==> src/design/rip_const.sv <==
// widths and memory depth of the load/store path
// RV32I major opcodes and funct3 access-size codes

`default_nettype none

package rip_const;

    localparam int DATA_WIDTH = 32;           // one word
    localparam int B_WIDTH    = 8;            // one byte lane
    localparam int NUM_COL    = DATA_WIDTH / B_WIDTH;
    localparam int MEM_WORDS  = 256;
    localparam int ADDR_WIDTH = $clog2(MEM_WORDS);  // word index, addr[9:2]
    localparam int RD_WIDTH   = 5;            // register index

    localparam logic [6:0] OPC_LOAD  = 7'b0000011;
    localparam logic [6:0] OPC_STORE = 7'b0100011;

    localparam logic [2:0] F3_B  = 3'b000;
    localparam logic [2:0] F3_H  = 3'b001;
    localparam logic [2:0] F3_W  = 3'b010;
    localparam logic [2:0] F3_BU = 3'b100;
    localparam logic [2:0] F3_HU = 3'b101;

endpackage : rip_const

`default_nettype wire

==> src/design/rip_type.sv <==
// decoded load/store flags
// execute and memory-access stage records, load result record

`default_nettype none

package rip_type;

    typedef struct packed {
        logic lb;
        logic lh;
        logic lw;
        logic lbu;
        logic lhu;
        logic sb;
        logic sh;
        logic sw;
    } inst_t;                                  // at most one flag set

    typedef struct packed {
        logic                              valid;
        inst_t                             inst;
        logic [rip_const::DATA_WIDTH-1:0]  addr;
        logic [rip_const::DATA_WIDTH-1:0]  din;   // store value
        logic [rip_const::RD_WIDTH-1:0]    rd;
    } ex_stage_t;

    typedef struct packed {
        logic                              valid;
        inst_t                             inst;
        logic [rip_const::DATA_WIDTH-1:0]  addr;
        logic [rip_const::RD_WIDTH-1:0]    rd;
    } ma_stage_t;

    typedef struct packed {
        logic [rip_const::DATA_WIDTH-1:0]  data;
        logic [rip_const::RD_WIDTH-1:0]    rd;
    } load_result_t;

endpackage : rip_type

`default_nettype wire

==> src/design/rip_execute.sv <==
// execute stage
// effective address add and ex stage register

`default_nettype none
`timescale 1ns/1ns

module rip_execute (
    input  wire                               clk,
    input  wire                               rst,
    input  wire                               cmd_valid,
    input  wire                               stall,
    input  wire rip_type::inst_t              inst,
    input  wire [rip_const::DATA_WIDTH-1:0]   imm,
    input  wire [rip_const::DATA_WIDTH-1:0]   rs1,
    input  wire [rip_const::DATA_WIDTH-1:0]   rs2,
    input  wire [rip_const::RD_WIDTH-1:0]     rd,
    output rip_type::ex_stage_t               ex
);
    import rip_const::*;

    logic [DATA_WIDTH-1:0] eff_addr;
    logic                  accept;

    assign eff_addr = rs1 + imm;
    assign accept   = cmd_valid && !stall && (|inst);   // drop non-memory ops

    always_ff @(posedge clk) begin
        if (rst) begin
            ex.valid <= 1'b0;
        end else if (!stall) begin
            ex.valid <= accept;
        end
    end

    always_ff @(posedge clk) begin
        if (accept) begin
            ex.inst <= inst;
            ex.addr <= eff_addr;
            ex.din  <= rs2;
            ex.rd   <= rd;
        end
    end

    // the source holds off while the pipe is frozen
    a_no_cmd_in_stall : assert property (@(posedge clk) disable iff (rst) stall |-> !cmd_valid)
        else $error("command strobed while stall is high");

endmodule : rip_execute

`default_nettype wire

==> config.mk <==
export PLATFORM = sky130hd
export DESIGN_NAME = rip_execute
export DESIGN_NICKNAME = d
export VERILOG_FILES = /design/src/design/rip_const.sv /design/src/design/rip_type.sv /design/src/design/rip_execute.sv
export SDC_FILE = /design/constraint.sdc
export NUM_CORES = 1
export LEC_CHECK = 0
export BUFFER_PORTS_ARGS = -buffer_cell sky130_fd_sc_hd__buf_2
export CAP_MARGIN = 20
export CORE_AREA = 3 3 78 117
export DETAILED_ROUTE_END_ITERATION = 10
export DIE_AREA = 0 0 81 120
export GPL_TIMING_DRIVEN = 0
export PLACE_DENSITY = 0.9
export RECOVER_POWER = 25
export SYNTH_ARGS = -nofsm -noshare
export SYNTH_HDL_FRONTEND = slang
export SYNTH_SLANG_ARGS = --single-unit
==> constraint.sdc <==
create_clock -name clk -period 8.71 [get_ports clk]
set_input_delay 1.742 -clock clk [delete_from_list [all_inputs] [get_ports clk]]
set_output_delay 1.742 -clock clk [all_outputs]
set_load 0.05 [all_outputs]
==> impl_metrics.env <==
export IMPL_sequentialPowerShare_pct=40.9
export IMPL_syn_avg_cell_area_um2=12.75
export IMPL_areaGrowthSynthToFinish_pct=34.30
export IMPL_drt_wl_total_mm=10.70
export IMPL_regMostFlops="ex"
export IMPL_antenna_left=0
export IMPL_grt_max_degree=34
export IMPL_largest_register_ffs=78
export IMPL_slew_viol_final=0
export IMPL_drive_gt1_share_pct=38.79
export IMPL_finalSetupViolations=0
export IMPL_cp_max_fo=4
export IMPL_period_share_pct=48.81
export IMPL_cts_setup_buffers=0
export IMPL_hp_start="ex[77]"
export IMPL_critPathRequiredTime_ns=8.78
export IMPL_postCtsResizedCells=0
export IMPL_die_x_um=81
export IMPL_std_cell_rows=41
export IMPL_clk_latency_ns=0.33
export IMPL_n_antenna_cell=0
export IMPL_synthMostInstantiatedCell="edfxtp_1"
export IMPL_worstReg2RegStart="ex[77]"
export IMPL_clkTransAtPathRegs_ns=0.06
export IMPL_antenna_found_initial=0
export IMPL_setup_tns_ns=0
export IMPL_top_usage_layer="met2"
export IMPL_end_kind="register"
export IMPL_clock_skew_ns=0
export IMPL_io_buffers=190
export IMPL_maxCapViolCount=0
export IMPL_drt_iter0_markers=168
export IMPL_clock_sinks=78
export IMPL_crit_path_start="imm[0]"
export IMPL_power_frac_clock_pct=31.5
export IMPL_ir_drop_mv=0.1241
export IMPL_grtUsageMet1_pct=21.97
export IMPL_slew_headroom_pct=52.32
export IMPL_via_per_inst=5.451
export IMPL_firstDrtPassIters=4
export IMPL_syn_inst=323
export IMPL_grt_usage_pct=21.85
export IMPL_cts_buffers=9
export IMPL_num_io_pins=191
export IMPL_yosysWarningCount=0
export IMPL_async_flop_share_pct=0
export IMPL_worst_slew_pin_transition_ns=0.7136
export IMPL_synth_edf_count=77
export IMPL_synth_area_leaders="edfxtp_1 56%, ha_1 9.4%, a21o_1 4.4%"
export IMPL_power_switching_w=0.0003617
export IMPL_met2_usage_pct=39.92
export IMPL_swShare_pct=31.87
export IMPL_finalNonFillerCells=638
export IMPL_synth_top_cell_area_share_pct=56.14
export IMPL_design_die_area_mm2=0.009720
export IMPL_reg_top3="ex: 78 flops"
export IMPL_p_leak_nw=2.450
export IMPL_gp_congestion=0.8548
export IMPL_ys_ff_latch=78
export IMPL_hold_class="reg -> reg"
export IMPL_cp_start_kind="input port"
export IMPL_clockBufferDepth=2
export IMPL_holdWs_ns=0.5273
export IMPL_yosysUniqueCellTypes=48
export IMPL_cts_hold_repair_buffers=0
export IMPL_cts_tree="done"
export IMPL_synth_cell_area_mm2=0.004119
export IMPL_max_freq_mhz=235.2
export IMPL_root_buffer="clkbuf_16"
export IMPL_vias=3478
export IMPL_ys_flop_type="edfxtp_1"
export IMPL_grt_overflow=0
export IMPL_fin_nets=671
export IMPL_power_density_mw_per_mm2=205.2
export IMPL_rsz0062_at_grt="no"
export IMPL_syn_num_nets=468
export IMPL_core_mm2=0.008310
export IMPL_synthTopCellsByCount="77 x edfxtp_1, 32 x a21oi_1, 31 x ha_1, 24 x a21o_1"
export IMPL_initial_core_util_pct=49.56
export IMPL_grt_pass1_vias=3478
export IMPL_fin_crit_ns=4.251
export IMPL_dieHeight_um=120
export IMPL_gr_usage_met3_pct=6.081
export IMPL_place_hpwl_mm=8.851
export IMPL_crit_arrival_ns=4.33
export IMPL_hold_viol=0
export IMPL_cts_max_level=3
export IMPL_intPower_w=0.0007732
export IMPL_worstSetupPathType="in -> reg"
export IMPL_synth_largest_area_cell="edfxtp_1"
export IMPL_combPwrFrac_pct=27.6
export IMPL_ys_seq_area_share_pct=56.62
export IMPL_dp_cells=622
export IMPL_status="finished, final reports clean"
export IMPL_grt_pass1_wl_mm=16.22
export IMPL_routedWlPerCell_um=16.77
export IMPL_post_route_drc_count=0
==> placed cells by master (no fill, tap or decap), drive strengths merged, types with 2 or more instances in the layout <==
cell type,count
o21bai,2
nor3,4
a21o,26
o211ai,4
and4,4
nand4,4
nor2,10
inv,5
clkbuf,36
a221oi,2
or3,3
nand2,17
edfxtp,77
nand3,9
and3,6
xnor2,17
nor2b,2
a211oi,6
xor2,12
nand2b,2
nor4,2
o21a,2
clkinv,3
buf,176
o2111ai,2
o21ai,15
a21oi,33
ha,31
a31oi,3
==> critical path, stage by stage <==
cell and delay (ns):
buf_2 0.10, ha_1 0.24, fa_1 0.42, a21o_1 0.22
a221oi_2 0.42, o211ai_2 0.18, a211oi_2 0.33, o21ai_1 0.22
a221oi_2 0.34, xnor2_1 0.10
==> metal layers <==
metal / part of all wire, % / vias to the layer above / wire length [um]
met3: 9.9 / 28 / 1057
met2: 53 / 168 / 5705
met1: 34 / 1613 / 3611
met4: 3.0 / 0 / 325
li1: - / 1669 / -
met5: 0 / - / 0
==> logic make-up (layout without fill, tap and decap cells) <==
family                     after synthesis  after routing  synth area share [%]
DFF                                     78             78                 56.62
adders and majority gates               32             32                 9.903
xor gates and xnor gates                29             29                 6.166
buffers and inverters                   14            222                 1.306
and+or+nand+nor                         67             67                 8.506
AOI/OAI and AO/OA                      102            102                 17.22
muxes                                    1              1                0.2734
==> path summary, 6_finish.rpt <==
check	endpoint	slack, ns	cells after the start
hold / removal	ex[77]	0.53	2
setup reg to reg	ex[77]	8.12	2
setup / recovery	ex[65]	4.46	10
hold reg to reg	ex[77]	0.53	2
==> stage by stage <==
step	cell area [um2]	utilization, %	power (W)	setup slack [ns]
floorplan	4119	-	0.0006982	2.526
global placement	5204	62.62	0.0007762	1.338
detailed placement	5263	63.32	0.0007855	4.171
CTS	5553	66.82	0.001144	4.517
global route	5532	66.56	0.001185	4.342
finish	5532	66.56	0.001135	4.459
==> layout make-up <==
cell class | count | area [um2]
Inverter | 4 | 15.01
Tap cell | 107 | 133.9
Sequential cell | 78 | 2332
Clock buffer | 10 | 229.0
Fill cell | 641 | 2779
Multi-Input combinational cell | 231 | 1744
Clock inverter | 6 | 61.31
Timing Repair Buffer | 192 | 977.2
Buffer | 10 | 38.79
==> power groups by stage <==
stage	sequential [W]	clock (W)	combinational (W)
2_1_floorplan	0.000584	0	0.000114
3_3_place_gp	0.000473	0	0.000303
3_5_place_dp	0.000472	0	0.000313
4_1_cts	0.000464	0.000364	0.000315
5_1_grt	0.000466	0.000382	0.000336
6_report	0.000464	0.000357	0.000314
Note: power is estimated with default switching activity, not from simulation.
