--- config.mk ---
export PLATFORM = sky130hd
export DESIGN_NAME = rip_decode
export DESIGN_NICKNAME = d
export VERILOG_FILES = /design/src/design/rip_const.sv /design/src/design/rip_type.sv /design/src/design/rip_decode.sv
export SDC_FILE = /design/constraint.sdc
export NUM_CORES = 1
export LEC_CHECK = 0
export BUFFER_PORTS_ARGS = -buffer_cell sky130_fd_sc_hd__buf_4
export CORE_MARGIN = 1
export CORE_UTILIZATION = 25
export DETAILED_ROUTE_END_ITERATION = 12
export PLACE_DENSITY = 0.85
export SLEW_MARGIN = 20
export SYNTH_ARGS = -nofsm -noshare
export SYNTH_HDL_FRONTEND = slang
export SYNTH_SLANG_ARGS = --single-unit
--- constraint.sdc ---
create_clock -name vclk -period 1.06
set_input_delay 0.053 -clock vclk [all_inputs]
set_output_delay 0.053 -clock vclk [all_outputs]
set_load 0.05 [all_outputs]
--- src/design/rip_const.sv ---
// widths and memory depth of the load/store path
// RV32I major opcodes and funct3 access-size codes

`default_nettype none

package rip_const;

    localparam int DATA_WIDTH = 32;           // one word
    localparam int B_WIDTH    = 8;            // one byte lane
    localparam int NUM_COL    = DATA_WIDTH / B_WIDTH;
    localparam int MEM_WORDS  = 256;
    localparam int ADDR_WIDTH = $clog2(MEM_WORDS);  // word index, addr[9:2]
    localparam int RD_WIDTH   = 5;            // register index

    localparam logic [6:0] OPC_LOAD  = 7'b0000011;
    localparam logic [6:0] OPC_STORE = 7'b0100011;

    localparam logic [2:0] F3_B  = 3'b000;
    localparam logic [2:0] F3_H  = 3'b001;
    localparam logic [2:0] F3_W  = 3'b010;
    localparam logic [2:0] F3_BU = 3'b100;
    localparam logic [2:0] F3_HU = 3'b101;

endpackage : rip_const

`default_nettype wire

--- src/design/rip_type.sv ---
// decoded load/store flags
// execute and memory-access stage records, load result record

`default_nettype none

package rip_type;

    typedef struct packed {
        logic lb;
        logic lh;
        logic lw;
        logic lbu;
        logic lhu;
        logic sb;
        logic sh;
        logic sw;
    } inst_t;                                  // at most one flag set

    typedef struct packed {
        logic                              valid;
        inst_t                             inst;
        logic [rip_const::DATA_WIDTH-1:0]  addr;
        logic [rip_const::DATA_WIDTH-1:0]  din;   // store value
        logic [rip_const::RD_WIDTH-1:0]    rd;
    } ex_stage_t;

    typedef struct packed {
        logic                              valid;
        inst_t                             inst;
        logic [rip_const::DATA_WIDTH-1:0]  addr;
        logic [rip_const::RD_WIDTH-1:0]    rd;
    } ma_stage_t;

    typedef struct packed {
        logic [rip_const::DATA_WIDTH-1:0]  data;
        logic [rip_const::RD_WIDTH-1:0]    rd;
    } load_result_t;

endpackage : rip_type

`default_nettype wire

--- src/design/rip_decode.sv ---
// load/store decoder
// instruction word to flags, sign-extended I/S immediate and rd

`default_nettype none
`timescale 1ns/1ns

module rip_decode (
    input  wire  [rip_const::DATA_WIDTH-1:0] inst_word,
    output rip_type::inst_t                  inst,
    output logic [rip_const::DATA_WIDTH-1:0] imm,
    output logic [rip_const::RD_WIDTH-1:0]   rd
);
    import rip_const::*;

    logic [6:0]            opcode;
    logic [2:0]            funct3;
    logic [DATA_WIDTH-1:0] i_imm;
    logic [DATA_WIDTH-1:0] s_imm;

    assign opcode = inst_word[6:0];
    assign funct3 = inst_word[14:12];
    assign rd     = inst_word[11:7];

    assign i_imm = {{(DATA_WIDTH-12){inst_word[31]}}, inst_word[31:20]};
    assign s_imm = {{(DATA_WIDTH-12){inst_word[31]}}, inst_word[31:25], inst_word[11:7]};

    always_comb begin
        inst = '0;                               // non-memory ops decode to nothing
        case (opcode)
            OPC_LOAD: begin
                case (funct3)
                    F3_B:    inst.lb  = 1'b1;
                    F3_H:    inst.lh  = 1'b1;
                    F3_W:    inst.lw  = 1'b1;
                    F3_BU:   inst.lbu = 1'b1;
                    F3_HU:   inst.lhu = 1'b1;
                    default: inst = '0;          // reserved funct3
                endcase
            end
            OPC_STORE: begin
                case (funct3)
                    F3_B:    inst.sb = 1'b1;
                    F3_H:    inst.sh = 1'b1;
                    F3_W:    inst.sw = 1'b1;
                    default: inst = '0;
                endcase
            end
            default: inst = '0;
        endcase
    end

    assign imm = (opcode == OPC_STORE) ? s_imm : i_imm;

endmodule : rip_decode

`default_nettype wire

==> metrics.md, run 1 <==
| Metric | Value |
|---|---|
| Synth cell types | 11 |
| Number of global-route vias before repair | 370 |
| Slowest CP cell | and4bb_4 |
| DRC viols | 0 |
| GRT Util Overall | 10.6% |
| Via count | 362 |
| Setup ws final | -92.8 ps |
| Crit-path max cell delay | 370 ps |
| Crit path required time | 1010 ps |
| Main combinational cell family by area after synthesis | buffers and inverters |
| Period utilization | 109% |
| Mux contribution to synthesized area | 13.8% |
| Gr ovfl total | 0 |
| Die Footprint | 1800 sq um |
| Area growth from synthesis to layout | 66.0% |
| # diodes | 0 |
| Leakage | 0.314 nW |
| DR WL met3 | 91 microns |
| Kind of end point of the critical path | primary output |
| Final hold vios | 0 |
| Yosys warnings | 0 |
| WHS | 106 ps |
| Dpl cells | 79 |
| Tot Pwr | 0.240 mW |
| Most used cell, CP | buf_6 |
| Rel. slew slack | 78.8% |
| Die Height | 42.4 microns |
| WHS Path Cells | 0 |
| Violations in the final reports | setup timing |
| XOR/XNOR share of the synthesized area | 0% |
| Hold_buf cts | 0 |
| Mean Syn Cell Area | 7.55 sq um |
| Cell area after layout | 677 sq um |
| Setup TNS Final | -588 ps |
| Min-Delay Path Class | in2out |
| Synth Area in Compound Gates | 0% |
| Final min period | 1150 ps |
| Area post-placement | 596 sq um |
| Remaining antenna violation count | 0 |
| Synth Area in Adders | 0% |
| Power Density | 354 nW/um^2 |
| DR pass1 iterations | 2 |
| Non-Filler Instances | 80 |
| DP Worst Slack | -178 ps |
| Final Core Density | 44.9% |
| Met1 Routed Length | 305 microns |
| WL final | 944 microns |
| Flip-flop and latch count | 0 |
| Metal2 WL | 537 microns |
| RSZ-0062 raised after global routing | true |
| Buffers on Ports | 38 |
| Max Freq | 867 MHz |
| CP bufs+invs | 2 |
| CP Launch Type | input port |
| Final nets | 98 |
| Outcome | complete, but fails checks |
| Chip Width | 42.4 microns |
| Critical path, cell by cell | buf_6 -> and4bb_4 -> nand3_4 -> mux2_4 -> buf_6 |
| # clk buffers | 0 |
| Average via count per standard cell | 4.53 |
| Layout cell share with drive strength beyond 1 | 93.8% |
| CP Class | in2out |
| Post-Syn Area | 408 sq um |
| Hold Crit Start | inst_word[28] |
| Largest net degree at the start of global routing | 22 |
| Final GP Congestion | 0.667 |
| Fin. max-slew vios | 0 |
| Highest metal layer with signal wires | met4 |
| Final setup vio count | 11 |
| Routed wire per std cell | 11.8 microns |
| Seq. cell area | 0 sq um |
| WP data arrival | 1100 ps |
| Post-Syn Instances | 54 |
| Core region area | 1510 sq um |
| Worst VDD drop | 0.255 mV |
| FP Rows | 14 |
| Iteration-0 DRC Markers | 1 |
| CP delay by family, top | simple AND/OR/NAND/NOR gates |
| Worst-Margin Slew | 318 ps |
| Syn_nets | 86 |
| Register area share after synthesis | 0% |
| Starting density of the core | 27.1% |
| CP max FO | 5 |
| Ports | 77 |
| Synth Area in Simple Gates | 27.3% |
| Hold Path Sink | imm[8] |
| Max-cap check violation count | 0 |
| First-pass GRT wire length | 1570 microns |
| Initial antenna violation count | 0 |
[timing repair]
| item | in CTS | in global routing |
|---|---|---|
| buffers inserted | 1 | 0 |
| pin swaps | 3 | 2 |
| setup endpoints to repair | 13 | 13 |
| resized for setup | 18 | 2 |
[layout by cell type, fill, tap and decap left out]
| master | n |
|---|---|
| nand2b_1 | 3 |
| and4bb_4 | 1 |
| nor2_2 | 1 |
| nor3_4 | 2 |
| nand2_4 | 1 |
| nand3_4 | 1 |
| buf_4 | 25 |
| mux2_4 | 1 |
| nand4b_1 | 1 |
| buf_6 | 17 |
| nor4_4 | 3 |
| mux2_2 | 4 |
| nor2_4 | 3 |
| or2_4 | 1 |
[cell families after synthesis]
family	after synthesis
mux	5
buf+inv	32
simple gates	17
[layer usage]
layer | GRT usage, % | vias up
met1 | 11.2 | 158
met2 | 19.1 | 27
li1 | - | 173
met3 | 3.88 | 4
met5 | 0 | -
met4 | 3.75 | 0
[where the power goes]
| part | total, mW | switching (mW) | internal, mW |
|---|---|---|---|
| clock | 0 | 0 | 0 |
| combinational | 0.240 | 0.136 | 0.104 |
| sequential | 0 | 0 | 0 |
| total | 0.240 | 0.136 | 0.104 |
[synthesized netlist by cell type]
| cell | n | share of area [%] |
|---|---|---|
| mux2_2 | 5 | 14 |
| nor4_1 | 3 | 4.6 |
| or2_2 | 1 | 1.5 |
| nor2_1 | 4 | 3.7 |
| nand4b_1 | 1 | 2.1 |
| nand3_4 | 1 | 4.3 |
| nand2b_1 | 3 | 4.6 |
| nand2_1 | 1 | 0.92 |
| nor3_1 | 2 | 2.5 |
| buf_4 | 32 | 59 |
| and4bb_2 | 1 | 3.1 |
[worst max path at each step]
stage | start | end | slack, ps | cells past startpoint
5_1_grt | inst_word[2] | inst[2] | -140 | 6
3_5_place_dp | inst_word[2] | inst[2] | -180 | 6
4_1_cts | inst_word[2] | inst[2] | -100 | 6
6_report | inst_word[2] | imm[4] | -90 | 5
3_3_place_gp | inst_word[3] | inst[4] | -150 | 5
2_1_floorplan | inst_word[2] | inst[4] | -210 | 3
[cell type report]
class | count | area (sq um)
fill | 150 | 830
timing repair buffer | 42 | 379
multi-input combinational | 22 | 278
tap | 16 | 20.0
No activity file was read; power rests on OpenSTA's default activity.
==> run 2, diff against run 1 <==
==> constraint.sdc (replaced) <==
create_clock -name vclk -period 1.06
set_input_delay 0.159 -clock vclk [all_inputs]
set_output_delay 0.159 -clock vclk [all_outputs]
set_load 0.05 [all_outputs]
==> run 2 against run 1 <==
  * The flow still finishes with violations (setup timing)
  * Die area is the same
  * Non-clock buffer count is the same
  * Clock-buffer cell count is the same
  * Via count shrank 1.4%
  * First-iteration DRC count is the same
  * Flip-flop and latch count is the same
  * Cell area grew 3.0%
  * Sequential share of layout area is the same
  * Cell count is the same
  * Maximum frequency shrank 17%
  * Critical path type unchanged
  * Critical endpoint is now imm[0]
  * Highest routed layer is now met3
==> metrics.md, run 2 (same netlist as run 1, synthesis figures left out) <==
| Metric | Value |
|---|---|
| Outcome | complete, but fails checks |
| Violations in the final reports | setup timing |
| CP Class | in2out |
| DRC viols | 0 (unchanged) |
| Fin. max-slew vios | 0 (unchanged) |
| Initial antenna violation count | 0 (unchanged) |
| Max Freq | 720 MHz (-17%) |
| Rel. slew slack | 81.6% (+2.8 points) |
| RSZ-0062 raised after global routing | true |
| Final min period | 1390 ps (+236 ps) |
| Final GP Congestion | 0.703 (+5.4%) |
| DR pass1 iterations | 2 (unchanged) |
| Buffers on Ports | 38 (unchanged) |
| Max-cap check violation count | 0 (unchanged) |
| Final nets | 98 (unchanged) |
| Commonest non-fill, non-tap cell in the layout | buf_4 |
| Average via count per standard cell | 4.46 (-1.4%) |
| Via count | 357 (-1.4%) |
| Switching Fraction | 54.8% (-1.9 points) |
| Worst VDD drop | 0.116 mV (-54%) |
| Final Core Density | 46.3% (+1.3 points) |
| Gr ovfl total | 0 (unchanged) |
| Non-Filler Instances | 80 (unchanged) |
| Core region area | 1510 sq um (unchanged) |
| Layout cell share with drive strength beyond 1 | 95.3% (+1.6 points) |
| Remaining antenna violation count | 0 (unchanged) |
| P_sw | 0.140 mW (+3.2%) |
| Number of global-route vias before repair | 364 (-1.6%) |
| Pint | 0.116 mW (+11%) |
| Iteration-0 DRC Markers | 1 (unchanged) |
| Setup bufs post-CTS | 0 (-1) |
| Leakage | 0.340 nW (+8.1%) |
| Largest net degree at the start of global routing | 22 (unchanged) |
| Fillers | 138 (-8.0%) |
| CP Launch Type | input port |
| Most frequent cells in the layout | buf_4 (26), buf_6 (15), mux2_4 (5) |
| Setup ws final | -329 ps (-236 ps) |
| Final setup vio count | 13 (+2) |
| Period utilization | 131% (+22 points) |
| Crit path required time | 900 ps (-110 ps) |
| Die Height | 42.4 microns (unchanged) |
| Combinational Power Share | 100.0% (about the same) |
| DP Worst Slack | -405 ps (-227 ps) |
| Power Density | 367 nW/um^2 (+3.7%) |
| CP max FO | 5 (unchanged) |
| GRT Util Overall | 12.0% (+1.3 points) |
| WL final | 1090 microns (+15%) |
| Dpl hpwl | 884 microns |
| Chip Width | 42.4 microns (unchanged) |
| First-pass GRT wire length | 1680 microns (+7.5%) |
| Flip-flop and latch count | 0 (unchanged) |
| Routed wire per std cell | 13.6 microns (+15%) |
| # diodes | 0 (unchanged) |
| Seq pwr share | 0% (unchanged) |
| Dpl cells | 80 (+1.3%) |
| FP Rows | 14 (unchanged) |
| Area growth from synthesis to layout | 70.9% |
| Setup TNS Final | -3390 ps (-2800 ps) |
| # clk buffers | 0 (unchanged) |
| Starting density of the core | 27.1% (unchanged) |
| Tot Pwr | 0.256 mW (+6.8%) |
| Kind of end point of the critical path | primary output |
| Seq. cell area | 0 sq um (unchanged) |
| Worst-Margin Slew | 275 ps (-42.8 ps) |
| Clock power frac | 0% (unchanged) |
| WP data arrival | 1230 ps (+130 ps) |
| Min-Delay Path Class | in2out |
| Final hold vios | 0 (unchanged) |
| Ports | 77 (unchanged) |
| Die Footprint | 1800 sq um (unchanged) |
| Hold_buf cts | 0 (unchanged) |
-- run 2: changes by cell type in the layout (fill, tap and decap cells not counted) --
cell      change
mux2_2        -4
mux2_4        +4
buf_6         -2
buf_4         +1
buf_8         +1
nand2b_1      -1
nand2b_4      +1
or2_2         +1
or2_4         -1
-- run 2: area by class of cell --
type               count  area (sq um)  share of cell area [%]
multi-input cells     22           298                    42.7
well taps             16          20.0                    2.87
repair buffers        42           379                    54.4
-- run 2: timing repair --
item | CTS | global route
pin swaps | 3 | 3
gates cloned | 0 | 0
endpoints found under the setup margin | 13 | 13
resized for setup | 19 | 1
endpoints found under the hold margin | 0 | 0
-- run 2: layer usage --
layer / track usage (%) / part of all wire [%]
met1: 11.0 / 24
met2: 24.3 / 59
met3: 5.60 / 16
met4: 0.625 / 0
met5: 0 / 0
-- run 2: final timing paths --
check / startpoint / end / depth (start not counted)
min: inst_word[25] / imm[5] / 0
max: inst_word[2] / imm[0] / 5
-- run 2: worst max-delay path, cell delays in order --
cell      delay, ps
buf_6            90
and4bb_4        370
nand3_4         120
mux2_4          330
buf_6           150
-- run 2: power groups by stage --
| stage | registers, mW | logic (mW) | clock network [mW] |
|---|---|---|---|
| 2_1_floorplan | 0 | 0.414 | 0 |
| 3_3_place_gp | 0 | 0.235 | 0 |
| 3_5_place_dp | 0 | 0.239 | 0 |
| 4_1_cts | 0 | 0.256 | 0 |
| 5_1_grt | 0 | 0.267 | 0 |
| 6_report | 0 | 0.256 | 0 |
-- run 2: per-stage QoR --
step                instance area (sq um)  hold WS, ps
finish                                697          318
global route                          697          318
CTS                                   693          318
detailed placement                    622          318
global placement                      622          318
floorplan                             527          384
==> run 3, diff against run 2 <==
--- a/config.mk
+++ b/config.mk
@@ -5,11 +5,12 @@
 export SDC_FILE = /design/constraint.sdc
 export NUM_CORES = 1
 export LEC_CHECK = 0
+export ABC_AREA = 1
 export BUFFER_PORTS_ARGS = -buffer_cell sky130_fd_sc_hd__buf_4
 export CORE_MARGIN = 1
 export CORE_UTILIZATION = 25
 export DETAILED_ROUTE_END_ITERATION = 12
-export PLACE_DENSITY = 0.85
+export PLACE_DENSITY = 0.81
 export SLEW_MARGIN = 20
 export SYNTH_ARGS = -nofsm -noshare
 export SYNTH_HDL_FRONTEND = slang
==> run 3 against run 2 <==
  * The flow still finishes with violations (setup timing)
  * Clock-buffer cell count did not move
  * Die area rose by 9.9%
  * Sequential share of layout area is the same
  * Flip-flop and latch count unchanged
  * Cell area shrank 1.6%
  * Critical path depth up 3
  * Worst hold slack is essentially flat
  * Maximum frequency rose by 25%
  * Critical endpoint is now imm[4]
  * Largest cell class unchanged
  * Largest power group unchanged
==> metrics.md, run 3 <==
| Metric | Value |
|---|---|
| Iteration-0 DRC Markers | 11 (+10) |
| FP Rows | 14 (unchanged) |
| First-pass GRT wire length | 1760 microns (+4.5%) |
| Largest net degree at the start of global routing | 22 (unchanged) |
| Number of global-route vias before repair | 414 (+14%) |
| Power Density | 375 nW/um^2 (+2.0%) |
| Initial antenna violation count | 0 (unchanged) |
| Leakage | 0.365 nW (+7.5%) |
| Max Freq | 904 MHz (+25%) |
| Dpl hpwl | 868 microns (-1.8%) |
| Start point of the critical path | inst_word[3] |
| Post-synth top area share | 53.3% (-5.6 points) |
| Mean Syn Cell Area | 6.09 sq um (-19%) |
| Register area share after synthesis | 0% (unchanged) |
| Average via count per standard cell | 4.28 (-4.0%) |
| Kind of end point of the critical path | primary output |
| Gr ovfl total | 0 (unchanged) |
| Post-synth top cells | buf_4 (32), nand2_1 (11), nand3_1 (10) |
| Final nets | 116 (+18%) |
| Max-cap check violation count | 0 (unchanged) |
| Seq pwr share | 0% (unchanged) |
| Yosys warnings | 0 (unchanged) |
| CP Class | in2out |
| Period utilization | 104% (-27 points) |
| Final min period | 1110 ps (-282 ps) |
| Min-Delay Path Class | in2out |
| Remaining antenna violation count | 0 (unchanged) |
| GRT Util Overall | 11.7% (-0.29 points) |
| CP max FO | 8 (+3) |
| Yosys top cell by area | buf_4 |
| Final Core Density | 43.0% (-3.2 points) |
| Clock power frac | 0% (unchanged) |
| Die Height | 44.4 microns (+4.8%) |
| WHS | 318 ps (-0.00300 ps) |
| Most frequent cells in the layout | buf_4 (22), buf_6 (17), nand3_1 (10), nand2_1 (10), nor2_4 (6) |
| Final GP Congestion | 0.660 (-6.1%) |
| DR pass1 iterations | 4 (+2) |
| Layout cell share with drive strength beyond 1 | 72.0% (-23 points) |
| Via count | 454 (+27%) |
| Die Footprint | 1980 sq um (+9.9%) |
| Post-Syn Instances | 74 (+37%) |
| Hold_buf cts | 0 (unchanged) |
| Fin. max-slew vios | 0 (unchanged) |
| Buffers on Ports | 38 (unchanged) |
| Rel. slew slack | 84.8% (+3.1 points) |
| Area growth from synthesis to layout | 52.2% |
| Setup crit end | imm[4] |
| Starting density of the core | 28.3% (+1.2 points) |
| P_sw | 0.149 mW (+6.2%) |
| Worst-Margin Slew | 228 ps (-47.4 ps) |
| Post-Syn Area | 450 sq um (+10%) |
| Chip Width | 44.4 microns (+4.8%) |
| Top-count cell post-synth | buf_4 |
| RSZ-0062 raised after global routing | true |
| Final hold vios | 0 (unchanged) |
| WP data arrival | 950 ps (-280 ps) |
| DRC viols | 0 (unchanged) |
| Routed wire per std cell | 11.5 microns (-15%) |
| Combinational Power Share | 100.0% (about the same) |
| Crit path required time | 900 ps (about the same) |
| # clk buffers | 0 (unchanged) |
| Final setup vio count | 9 (-4) |
| Area contributors post-synth | buf_4 (53%), nand3_1 (11%), nand2_1 (9.2%) |
| WL final | 1220 microns (+13%) |
| CP Launch Type | input port |
| Seq. cell area | 0 sq um (unchanged) |
| Switching Fraction | 58.0% (+3.2 points) |
| # diodes | 0 (unchanged) |
| Violations in the final reports | setup timing |
| Core region area | 1590 sq um (+5.8%) |
| Commonest non-fill, non-tap cell in the layout | buf_4 |
| Worst VDD drop | 0.122 mV (+5.0%) |
| Outcome | complete, but fails checks |
| Ports | 77 (unchanged) |
| Syn_nets | 106 (+23%) |
| Flip-flop and latch count | 0 (unchanged) |
| Synth cell types | 11 (unchanged) |
| Setup ws final | -46.8 ps (+282 ps) |
| Pint | 0.108 mW (-6.7%) |
run 3: changes by cell type after synthesis, sizes merged, moves of 3 or more:
| cell | change |
|---|---|
| mux2 | -5 |
| nand2 | +14 |
| nor2 | +6 |
| inv | +6 |
| nand2b | -3 |
| nand3 | +9 |
| nor4 | -3 |
run 3: worst min path at each step:
stage                   from  endpoint  cells after the start
2_1_floorplan  inst_word[30]   imm[10]                      1
4_1_cts        inst_word[27]    imm[7]                      0
3_3_place_gp   inst_word[27]    imm[7]                      0
6_report       inst_word[28]    imm[8]                      0
3_5_place_dp   inst_word[27]    imm[7]                      0
5_1_grt        inst_word[30]   imm[10]                      0
run 3: cell type report:
type	count	area, sq um
timing repair buffer	40	372
tap	24	30.0
multi-input combinational	36	256
inverter	6	27.5
fill	158	908
run 3: metrics by stage:
stage / area, sq um / total power [mW] / cells / setup TNS (ps) / worst slack (ps)
2_1_floorplan: 485 / 0.410 / 74 / -282 / -56.3
3_3_place_gp: 561 / 0.219 / 104 / -974 / -99.5
4_1_cts: 668 / 0.250 / 106 / -219 / -43.3
3_5_place_dp: 561 / 0.222 / 104 / -1050 / -103
6_report: 686 / 0.257 / 106 / -272 / -46.8
5_1_grt: 686 / 0.270 / 106 / -971 / -110
run 3: cells by family (layout without fill, tap and decap cells):
| logic type | after synthesis | after routing | synth area share, % |
|---|---|---|---|
| buffers and inverters | 38 | 46 | 58.3 |
| and+or+nand+nor | 36 | 36 | 41.7 |
run 3: critical path, stage by stage:
cell and delay (ps):
buf_6 100, inv_4 50, nand2_4 50, nor2_8 150
nand2_4 130, nand2_1 80, nand2_1 60, buf_6 150
run 3: power groups by stage:
| stage | Combinational, mW | Sequential, mW | Clock (mW) |
|---|---|---|---|
| 2_1_floorplan | 0.410 | 0 | 0 |
| 3_3_place_gp | 0.219 | 0 | 0 |
| 3_5_place_dp | 0.222 | 0 | 0 |
| 4_1_cts | 0.250 | 0 | 0 |
| 5_1_grt | 0.270 | 0 | 0 |
| 6_report | 0.257 | 0 | 0 |
run 3: routing by layer:
metal / part of all wire (%) / GRT usage [%]
met5: 0 / 0
met4: 1.5 / 1.82
met3: 16 / 2.86
met2: 54 / 26.5
met1: 28 / 9.64
run 3: repair_timing:
action | 4_1_cts | 5_1_grt
endpoints found under the setup margin | 13 | 13
gates cloned | 0 | 0
pin swaps | 6 | 2
resized for setup | 24 | 4
setup buffers | 2 | 0
