File: src/design/rip_const.sv
// widths and memory depth of the load/store path
// RV32I major opcodes and funct3 access-size codes

`default_nettype none

package rip_const;

    localparam int DATA_WIDTH = 32;           // one word
    localparam int B_WIDTH    = 8;            // one byte lane
    localparam int NUM_COL    = DATA_WIDTH / B_WIDTH;
    localparam int MEM_WORDS  = 256;
    localparam int ADDR_WIDTH = $clog2(MEM_WORDS);  // word index, addr[9:2]
    localparam int RD_WIDTH   = 5;            // register index

    localparam logic [6:0] OPC_LOAD  = 7'b0000011;
    localparam logic [6:0] OPC_STORE = 7'b0100011;

    localparam logic [2:0] F3_B  = 3'b000;
    localparam logic [2:0] F3_H  = 3'b001;
    localparam logic [2:0] F3_W  = 3'b010;
    localparam logic [2:0] F3_BU = 3'b100;
    localparam logic [2:0] F3_HU = 3'b101;

endpackage : rip_const

`default_nettype wire

File: src/design/rip_type.sv
// decoded load/store flags
// execute and memory-access stage records, load result record

`default_nettype none

package rip_type;

    typedef struct packed {
        logic lb;
        logic lh;
        logic lw;
        logic lbu;
        logic lhu;
        logic sb;
        logic sh;
        logic sw;
    } inst_t;                                  // at most one flag set

    typedef struct packed {
        logic                              valid;
        inst_t                             inst;
        logic [rip_const::DATA_WIDTH-1:0]  addr;
        logic [rip_const::DATA_WIDTH-1:0]  din;   // store value
        logic [rip_const::RD_WIDTH-1:0]    rd;
    } ex_stage_t;

    typedef struct packed {
        logic                              valid;
        inst_t                             inst;
        logic [rip_const::DATA_WIDTH-1:0]  addr;
        logic [rip_const::RD_WIDTH-1:0]    rd;
    } ma_stage_t;

    typedef struct packed {
        logic [rip_const::DATA_WIDTH-1:0]  data;
        logic [rip_const::RD_WIDTH-1:0]    rd;
    } load_result_t;

endpackage : rip_type

`default_nettype wire

File: src/design/rip_result.sv
// ma stage register and load result register
// load_valid pulses once per completed load

`default_nettype none
`timescale 1ns/1ns

module rip_result (
    input  wire                               clk,
    input  wire                               rst,
    input  wire                               stall,
    input  wire rip_type::ex_stage_t          ex,
    output rip_type::ma_stage_t               ma,
    input  wire [rip_const::DATA_WIDTH-1:0]   ma_dout,
    output logic                              load_valid,
    output rip_type::load_result_t            load_result
);
    logic is_load;
    logic done;

    assign is_load = ma.inst.lb || ma.inst.lh || ma.inst.lw || ma.inst.lbu || ma.inst.lhu;
    assign done    = ma.valid && is_load && !stall;

    always_ff @(posedge clk) begin
        if (rst) begin
            ma.valid   <= 1'b0;
            load_valid <= 1'b0;
        end else begin
            if (!stall) begin
                ma.valid <= ex.valid;            // frozen while stalled
            end
            load_valid <= done;
        end
    end

    always_ff @(posedge clk) begin
        if (!stall) begin
            ma.inst <= ex.inst;
            ma.addr <= ex.addr;
            ma.rd   <= ex.rd;
        end
        if (done) begin
            load_result.data <= ma_dout;
            load_result.rd   <= ma.rd;
        end
    end

endmodule : rip_result

`default_nettype wire

File: config.mk
export PLATFORM = sky130hd
export DESIGN_NAME = rip_result
export DESIGN_NICKNAME = d
export VERILOG_FILES = /design/src/design/rip_const.sv /design/src/design/rip_type.sv /design/src/design/rip_result.sv
export SDC_FILE = /design/constraint.sdc
export NUM_CORES = 1
export LEC_CHECK = 0
export ABC_CLOCK_PERIOD_IN_PS = 7000
export BUFFER_PORTS_ARGS = -buffer_cell sky130_fd_sc_hd__buf_4
export CORE_ASPECT_RATIO = 1.25
export CORE_MARGIN = 2
export CORE_UTILIZATION = 42
export DETAILED_ROUTE_END_ITERATION = 6
export PLACE_DENSITY = 0.95
export SLEW_MARGIN = 20
export SYNTH_ARGS = -nofsm -noshare
export SYNTH_HDL_FRONTEND = slang
export SYNTH_SLANG_ARGS = --single-unit
File: constraint.sdc
create_clock -name clk -period 7 [get_ports clk]
set_input_delay 1.05 -clock clk [delete_from_list [all_inputs] [get_ports clk]]
set_output_delay 1.05 -clock clk [all_outputs]
set_load 0.005 [all_outputs]
==> results of run 1 <==
-- cells in the final DEF (no fill, tap or decap) --
cell,n
nor2_1,1
buf_16,1
a211oi_1,1
edfxtp_1,82
clkinvlp_4,2
dfxtp_1,2
clkinv_4,1
bufinv_16,2
clkbuf_8,9
inv_1,1
inv_8,1
clkinv_2,1
nor4_4,1
nand2b_4,1
a21oi_4,1
mux2i_1,1
buf_4,164
inv_2,1
-- registers in the layout (all words and copies together), names as in the netlist --
name and count:
load_result 37, load_valid 1, ma 46
-- power groups by stage --
stage / Combinational [W] / Sequential [W] / Clock (W)
floorplan: 0.00000756 / 0.000607 / 0
global placement: 0.0000875 / 0.000603 / 0
detailed placement: 0.0000900 / 0.000605 / 0
CTS: 0.0000903 / 0.000594 / 0.000386
global route: 0.0000965 / 0.000597 / 0.000404
finish: 0.0000901 / 0.000593 / 0.000377
-- stage by stage --
step                total power [W]  area (um^2)  util (%)  std cells
floorplan                  0.000615         2570         -         92
global placement           0.000691         3920      66.9        338
detailed placement         0.000695         3920      66.9        338
CTS                         0.00107         4140      70.7        354
global route                0.00110         4170      71.2        355
finish                      0.00106         4170      71.2        355
-- routing by layer --
layer / vias up / global-route usage, %
li1: 719 / -
met1: 713 / 18.5
met3: 13 / 7.77
met2: 116 / 29.7
met5: - / 0
met4: 0 / 11.7
-- path summary, 6_finish.rpt --
path	slack, ns	cells after the start	from	endpoint
worst max-delay path	4.99	1	ma[42]	ma[42]
worst min-delay path	0.46	0	ma[4]	load_result[4]
worst max register to register	5.52	3	ma[44]	load_result[26]
worst min register to register	0.46	0	ma[4]	load_result[4]
-- cells by family (layout without fill, tap and decap cells) --
family                 count (synthesis)  after routing  synth area share, %
DFF                                   84             84                 97.3
and+or+nand+nor                        3              3                 1.51
AOI/OAI and AO/OA                      2              2                0.487
buffers and inverters                  2            183                0.292
muxes                                  1              1                0.389
-- layout make-up --
cell class,count,area (um^2),area share [%]
repair buffers,165,1260,30.2
well taps,82,103,2.46
flip-flops and latches,84,2500,60.0
multi-input cells,6,72.6,1.74
clock inverters,7,100,2.40
clock buffers,9,124,2.97
inverters,2,7.51,0.180
==> impl_results.md, run 1 <==
* Final Slew Violations at 0
* Sequential Power Share at 55.9%
* Clk sinks at 84
* Final clock skew at 0.0101 ns
* Cell variety after synth at 9
* Post-Syn Nets at 205
* Vias post-DR at 1561
* Starting DRT DRC Count at 72
* Crit-path cells: buf_4
* Critical Path RT at 5.95 ns
* DIE HEIGHT at 91.5 um
* Die X at 74.0 um
* CTS tree: yes
* Clock power share at 35.6%
* Startpoint types: flop
* Hold Vio Cnt, Final at 0
* Area contributors post-synth: edfxtp_1 96%, dfxtp_1 1.6%, nor4_4 0.83%
* Arrival time at the worst endpoint at 0.96 ns
* Placer Congestion at 0.728
* Post-detail-place hpwl at 4510 um
* Worst skew pair latency at 0.35 ns
* Routed met2 length at 3130 um
* Async S/R FF share, synth at 0%
* Warning count from the yosys run at 0
* Post-CTS Setup Inserts at 0
* Net Sw Power at 0.000215 W
* Power share of the combinational group at 8.5%
* Setup tns final at 0 ns
* Crit path time final at 2.01 ns
* Clk buf depth at 2
* Cell Area, Synth at 2570 um^2
* Largest stage delay on the critical path at 0.44 ns
* Diodes inserted at 0
* Post-Route WL at 6090 um
* Total track usage at 18.2%
* Critical path buffers and inverters at 1
* Top FF cell, synth: edfxtp_1
* Critical path class: reg -> out
* CTS Hold Bufs at 0
* CTS-repair resized insts at 0
* Slew HR at 37.5%
* Final setup margin at 4.99 ns
* Initial core utilization at 43.9%
* Vias per cell at 4.40
* Synth top cells by count: 82 x edfxtp_1, 2 x dfxtp_1, 2 x inv_1
* Area delta synth->final at 62.1%
* Die area at 6770 um^2
* Final setup viols at 0
* Kind of end point of the critical path: output pin
* 1st-pass router iterations at 4
* Post-synth EDFFs at 82
* Top-count cell post-synth: edfxtp_1
* Met1 Wirelength at 2020 um
* Wire length per cell at 17.1 um
* Largest net degree at the start of global routing at 46
* CP max stage cell: edfxtp_1
* Dpl ws at 4.45 ns
* Flops & latches, synth at 84
* Worst min path class: reg -> reg
* Worst slew pin tran at 0.936 ns
* Post-DRT Antenna Nets at 0
* Initial antenna violation count at 0
* I/O pin total at 197
* Register area share after synthesis at 97.3%
* Synth area leader: edfxtp_1
* CP delay by family, top: flip-flops
* Number of global-route vias before repair at 1628
* Final net count at 381
* Top sig layer: met4
* Leakage at 1.73 nW
* Power density cells at 255 nW/um^2
* CTS H-Tree Depth at 3
* Fin Hold WS at 0.459 ns
* Crit Path Max Fanout at 2
* First-pass GRT wire length at 8520 um
* Switching Fraction at 20.3%
* Residual DRC at 0
* Core footprint at 5860 um^2
* RSZ-0062 raised after global routing: false
* Internal power at 0.000846 W
* Max_cap viols at 0
* Maximum clock rate at 499 MHz
* Top cell type's share of synthesized area at 95.8%
* Clk slew on worst S/H paths at 0.09 ns
* Synthesized area per cell at 27.9 um^2
* Status: finished clean
* Clock root buffer: clkbuf_8
* GRT overflow at 0
* Fraction of layout instances using a drive strength above 1 at 67.8%
* Syn Inst Count at 92
* Buffers on Ports at 164
* Filler cells at 379
* Rows at 31
* Metal3 WL at 747 um
* Maximum vdd drop at 0.194 mV
* TritonCTS Buffers at 9
* Crit share post-route at 28.6%
Power figures use the tool's default switching activity.
==> run 2, diff against run 1 <==
--- a/config.mk
+++ b/config.mk
@@ -5,13 +5,13 @@
 export SDC_FILE = /design/constraint.sdc
 export NUM_CORES = 1
 export LEC_CHECK = 0
-export ABC_CLOCK_PERIOD_IN_PS = 7000
+export ABC_CLOCK_PERIOD_IN_PS = 1900
 export BUFFER_PORTS_ARGS = -buffer_cell sky130_fd_sc_hd__buf_4
 export CORE_ASPECT_RATIO = 1.25
 export CORE_MARGIN = 2
-export CORE_UTILIZATION = 42
+export CORE_UTILIZATION = 39
 export DETAILED_ROUTE_END_ITERATION = 6
-export PLACE_DENSITY = 0.95
+export PLACE_DENSITY = 0.91
 export SLEW_MARGIN = 20
 export SYNTH_ARGS = -nofsm -noshare
 export SYNTH_HDL_FRONTEND = slang
==> constraint.sdc (replaced) <==
create_clock -name clk -period 1.9 [get_ports clk]
set_input_delay 0.285 -clock clk [delete_from_list [all_inputs] [get_ports clk]]
set_output_delay 0.285 -clock clk [all_outputs]
set_load 0.005 [all_outputs]
==> impl_results.md, run 2 (synthesis gave the netlist of run 1 again) <==
* TritonCTS Buffers at 9 (unchanged)
* Post-Route WL at 5070 um (-17%)
* Area delta synth->final at 61.5%
* Final setup margin at 0.429 ns (-4.57 ns)
* Rows at 33 (+6.5%)
* Fin cells at 360 (+1.4%)
* CTS H-Tree Depth at 3 (unchanged)
* Post-CTS Setup Inserts at 0 (unchanged)
* R2r worst-path depth at 3 (unchanged)
* Fin Hold WS at 0.113 ns (-0.346 ns)
* Number of global-route vias before repair at 1556 (-4.4%)
* Vias per cell at 4.29 (-2.3%)
* Largest registers: ma: 46 flops, load_result: 37 flops, load_valid: 1 flops
* Final net count at 382 (+0.26%)
* Most frequent cells in the layout: 164 x buf_4, 82 x edfxtp_1, 9 x clkbuf_8
* Hold path depth at 2 (+2)
* Crit path time final at 1.47 ns
* Leakage at 1.72 nW (-0.86%)
* Final clock skew at 0.00914 ns (-0.000974 ns)
* Slew HR at 69.8% (+32 points)
* Die X at 76.6 um (+3.6%)
* Cells after DPL at 344 (+1.8%)
* Final setup viols at 0 (unchanged)
* Buffers on Ports at 164 (unchanged)
* Initial core utilization at 39.7% (-4.2 points)
* Total track usage at 13.7% (-4.5 points)
* I/O pin total at 197 (unchanged)
* Critical Path RT at 1.98 ns (-3.97 ns)
* GRT overflow at 0 (unchanged)
* Most common cell after layout, fill and taps aside: buf_4
* Largest net degree at the start of global routing at 46 (unchanged)
* Critical path class: reg -> reg
* Setup tns final at 0 ns (unchanged)
* Startpoint types: flop
* Crit-path cells: nor4_4 > a21oi_4 > buf_16
* Hold Vio Cnt, Final at 0 (unchanged)
* CTS-repair resized insts at 0 (unchanged)
* Maximum vdd drop at 0.739 mV (+280%)
* Tot Pwr at 0.00367 W (+250%)
* Clk slew on worst S/H paths at 0.08 ns (about the same)
* RSZ-0062 raised after global routing: false
* Max_cap viols at 0 (unchanged)
* Largest stage delay on the critical path at 0.43 ns (about the same)
* Initial antenna violation count at 0 (unchanged)
* Maximum clock rate at 680 MHz
* Arrival time at the worst endpoint at 1.55 ns (+0.59 ns)
* Dpl ws at 0.123 ns (-4.33 ns)
* Starting DRT DRC Count at 60 (-17%)
* CTS tree: yes
* Worst slew pin tran at 0.452 ns (-0.484 ns)
* Residual DRC at 0 (unchanged)
* Diodes inserted at 0 (unchanged)
* Clk buf depth at 2 (unchanged)
* 1st-pass router iterations at 4 (unchanged)
* Filler cells at 450 (+19%)
* Wire length per cell at 14.1 um (-18%)
* Largest Register: ma
* Clk sinks at 84 (unchanged)
* Crit share post-route at 77.4%
* Die area at 7260 um^2 (+7.3%)
* Crit Path Max Fanout at 26 (+24)
* Worst min path class: in -> reg
* Max FFs per register at 46 (unchanged)
* CTS Hold Bufs at 0 (unchanged)
* Status: finished clean
* Placer Congestion at 0.696 (-4.3%)
* Final Slew Violations at 0 (unchanged)
* Clock root buffer: clkbuf_8
* Power density cells at 884 nW/um^2 (+250%)
* Core footprint at 6480 um^2 (+11%)
* Post-DRT Antenna Nets at 0 (unchanged)
* CP max stage cell: edfxtp_1
* Vias post-DR at 1546 (-0.96%)
* Worst skew pair latency at 0.33 ns (-0.02 ns)
* Kind of end point of the critical path: flop
* Fraction of layout instances using a drive strength above 1 at 66.7% (-1.1 points)
* First-pass GRT wire length at 7160 um (-16%)
* DIE HEIGHT at 94.8 um (+3.6%)
## run 2: cell types whose count changed in the layout (fill, tap and decap cells not counted), sizes merged
cell / change
inv: -2
clkinv: +1
buf: +1
clkbuf: +1
bufinv: -1
## run 2: report_power, final
| group | total (W) | switching (W) | internal, W |
|---|---|---|---|
| clock network | 0.00115 | 0.000561 | 0.000594 |
| registers | 0.00218 | 0.0000365 | 0.00215 |
| logic | 0.000331 | 0.000107 | 0.000224 |
## run 2: metal layers
metal | global-route usage, % | up-vias | wire [um]
met5 | 0 | - | 0
met4 | 9.55 | 0 | 84
met3 | 6.21 | 8 | 621
met2 | 22.7 | 123 | 2550
met1 | 13.8 | 695 | 1810
li1 | - | 720 | -
## run 2: final timing paths
path / start / to / slack [ns]
max: ma[44] / load_result[29] / 0.43
min: rst / load_valid / 0.11
max reg2reg: ma[44] / load_result[29] / 0.43
min reg2reg: ma[2] / load_result[2] / 0.46
## run 2: final cells by class
class	count	area (um^2)	share of cell area [%]
Multi-Input combinational cell	6	72.6	1.75
Tap cell	87	109	2.62
Clock buffer	10	128	3.07
Inverter	2	7.51	0.181
Timing Repair Buffer	166	1280	30.8
Clock inverter	5	53.8	1.30
Sequential cell	84	2500	60.3
## run 2: critical path: cells and delay by family (launching register included)
| family | cells | cell delay, ns |
|---|---|---|
| flip-flops | 1 | 0.43 |
| AO/OA/AOI/OAI | 1 | 0.19 |
| AND/OR/NAND/NOR | 1 | 0.38 |
| buffers and inverters | 1 | 0.21 |
## run 2: metrics by stage
stage               util, %  area (um^2)
finish                 64.0         4150
global placement       60.8         3940
CTS                    63.6         4120
detailed placement     60.8         3940
floorplan                 -         2580
global route           64.0         4150
==> run 3, diff against run 2 <==
--- a/config.mk
+++ b/config.mk
@@ -5,13 +5,14 @@
 export SDC_FILE = /design/constraint.sdc
 export NUM_CORES = 1
 export LEC_CHECK = 0
-export ABC_CLOCK_PERIOD_IN_PS = 1900
+export ABC_AREA = 1
+export ABC_CLOCK_PERIOD_IN_PS = 1300
 export BUFFER_PORTS_ARGS = -buffer_cell sky130_fd_sc_hd__buf_4
 export CORE_ASPECT_RATIO = 1.25
 export CORE_MARGIN = 2
-export CORE_UTILIZATION = 39
+export CORE_UTILIZATION = 35
 export DETAILED_ROUTE_END_ITERATION = 6
-export PLACE_DENSITY = 0.91
+export PLACE_DENSITY = 0.87
 export SLEW_MARGIN = 20
 export SYNTH_ARGS = -nofsm -noshare
 export SYNTH_HDL_FRONTEND = slang
==> constraint.sdc (replaced) <==
create_clock -name clk -period 1.3 [get_ports clk]
set_input_delay 0.195 -clock clk [delete_from_list [all_inputs] [get_ports clk]]
set_output_delay 0.195 -clock clk [all_outputs]
set_load 0.005 [all_outputs]
==> impl_results.md, run 3 <==
* CP max stage cell: edfxtp_1
* GRT overflow at 0 (unchanged)
* Placer Congestion at 0.702 (+0.76%)
* Final setup viols at 0 (unchanged)
* Startpoint types: flop
* Synthesized area per cell at 26.6 um^2 (-4.9%)
* Cell Area, Synth at 2550 um^2 (-0.73%)
* Leakage at 1.82 nW (+6.2%)
* Most frequent cells in the layout: 164 x buf_4, 82 x edfxtp_1, 28 x dlygate4sd3_1, 9 x clkbuf_8
* Warning count from the yosys run at 0 (unchanged)
* Synth area leader: edfxtp_1
* Die area at 8000 um^2 (+10%)
* Rows at 34 (+3.0%)
* Crit Path Max Fanout at 37 (+42%)
* CTS H-Tree Depth at 3 (unchanged)
* Maximum clock rate at 785 MHz (+16%)
* Worst min path class: in -> reg
* Top FF cell, synth: edfxtp_1
* Post-Syn Nets at 209 (+2.0%)
* Kind of end point of the critical path: flop
* Top cell type's share of synthesized area at 96.5% (+0.70 points)
* Residual DRC at 0 (unchanged)
* Synth top cells by count: 82 x edfxtp_1, 5 x nor2_1, 4 x inv_1, 2 x dfxtp_1
* Vias post-DR at 1735 (+12%)
* Starting DRT DRC Count at 101 (+68%)
* Max_cap viols at 0 (unchanged)
* Filler cells at 515 (+14%)
* Clk sinks at 84 (unchanged)
* Maximum vdd drop at 0.771 mV (+4.4%)
* Largest Register: ma
* Async S/R FF share, synth at 0% (unchanged)
* Critical Path RT at 1.39 ns (-0.59 ns)
* Most common cell after layout, fill and taps aside: buf_4
* Largest net degree at the start of global routing at 46 (unchanged)
* Worst skew pair latency at 0.35 ns (+0.02 ns)
* Clk buf depth at 2 (unchanged)
* Largest stage delay on the critical path at 0.42 ns (about the same)
* Crit share post-route at 97.9% (+21 points)
* Worst slew pin tran at 0.255 ns (-0.198 ns)
* Largest registers: ma: 46 flops, load_result: 37 flops, load_valid: 1 flops
* Post-CTS Setup Inserts at 0 (unchanged)
* Initial core utilization at 36.4% (-3.3 points)
* Number of global-route vias before repair at 1639 (+5.3%)
* DIE HEIGHT at 99.5 um (+5.0%)
* Diodes inserted at 0 (unchanged)
* Status: finished clean
* Crit-path cells: nor2_1 > nand3_1 > nand2_2 > clkinvlp_4 > buf_12
* Max FFs per register at 46 (unchanged)
* Fraction of layout instances using a drive strength above 1 at 60.5% (-6.2 points)
* First-pass GRT wire length at 9030 um (+26%)
* Clk slew on worst S/H paths at 0.09 ns (about the same)
* Fin cells at 396 (+10%)
* Setup tns final at 0 ns (unchanged)
* Total track usage at 16.4% (+2.7 points)
* TritonCTS Buffers at 9 (unchanged)
* Arrival time at the worst endpoint at 1.37 ns (-0.18 ns)
* Crit path time final at 1.27 ns (-0.198 ns)
* Tot Pwr at 0.00544 W (+48%)
* Dpl ws at 0.0438 ns (-0.0788 ns)
* Area delta synth->final at 72.5%
* Critical path class: reg -> reg
* Hold path startpoint: ma_dout[4]
* Post-synth EDFFs at 82 (unchanged)
* Cell variety after synth at 7 (-2)
* Flops & latches, synth at 84 (unchanged)
* CTS tree: yes
* Slew HR at 83.0% (+13 points)
* RSZ-0062 raised after global routing: true
* Hold Vio Cnt, Final at 0 (unchanged)
* Register area share after synthesis at 98.0% (+0.72 points)
* I/O pin total at 197 (unchanged)
* Power density cells at 1230 nW/um^2 (+40%)
* Final setup margin at 0.0269 ns (-0.402 ns)
* Top-count cell post-synth: edfxtp_1
* Final Slew Violations at 0 (unchanged)
* Syn Inst Count at 96 (+4.3%)
* Clock root buffer: clkbuf_8
* Wire length per cell at 17.5 um (+24%)
* Initial antenna violation count at 0 (unchanged)
* Reg-to-Reg Start: ma[43]
* 1st-pass router iterations at 4 (unchanged)
* Final net count at 414 (+8.4%)
* Die X at 80.4 um (+4.9%)
* CP startpoint: ma[43]
* Placed instance area at 3950 um^2 (about the same)
* Buffers on Ports at 164 (unchanged)
* Area contributors post-synth: edfxtp_1 96%, dfxtp_1 1.6%, nor2_1 0.74%
* Post-Route WL at 6920 um (+36%)
* Fin area at 4400 um^2 (+6.1%)
* Vias per cell at 4.38 (+2.0%)
* Core footprint at 7020 um^2 (+8.3%)
* Post-DRT Antenna Nets at 0 (unchanged)
* Final clock skew at 0.00806 ns (-0.00108 ns)
* Cells after DPL at 352 (+2.3%)
## run 3: power breakdown
group | leakage [nW] | internal (W) | total (W) | switching (W)
logic | 0.945 | 0.000390 | 0.000590 | 0.000200
registers | 0.796 | 0.00315 | 0.00320 | 0.0000538
clock network | 0.0837 | 0.000700 | 0.00164 | 0.000945
## run 3: final cells by class
class,count,area (um^2),share of cell area [%]
inverter,4,22.5,0.512
sequential,84,2500,56.8
clock buffer,9,124,2.81
clock inverter,7,50.0,1.14
timing repair buffer,194,1550,35.2
multi-input combinational,8,40.0,0.909
tap,90,113,2.56
## run 3: routing by layer
metal  global-route usage [%]  wire [um]  vias up
met4                     12.3        332        0
met5                        0          0        -
met3                     6.99        806       23
li1                         -          -      786
met1                     15.8       2330      799
met2                     27.4       3450      127
## run 3: final timing paths
kind                      to  slack, ns  cells past startpoint
max          load_result[20]       0.03                      5
min           load_result[9]       0.02                      1
max reg2reg  load_result[20]       0.03                      5
min reg2reg   load_result[0]       0.48                      0
## run 3: kinds of logic after synthesis
| kind of cell | count (synthesis) | synth area share (%) |
|---|---|---|
| buffers and inverters | 4 | 0.588 |
| flip-flops | 84 | 98.0 |
| AND/OR/NAND/NOR | 7 | 1.08 |
| AO/OA/AOI/OAI | 1 | 0.294 |
## run 3: per-stage QoR
| step | hold WS, ns | util (%) |
|---|---|---|
| after floorplan | 0.267 | - |
| after global placement | 0.367 | 56.2 |
| after detailed placement | 0.374 | 56.2 |
| after CTS | 0.0000645 | 59.3 |
| after global routing | -0.00311 | 62.7 |
| final | 0.0163 | 62.7 |
## run 3: worst max-delay path, delay by kind of cell, from the launching register on
family,cells,cell delay (ns)
simple gates,3,0.31
buf+inv,2,0.29
flops,1,0.42
## run 3: what timing repair did
item	in CTS	in global routing
hold endpoints to repair	4	24
hold buffers	4	24
gates resized for setup	0	1
setup endpoints to repair	0	37
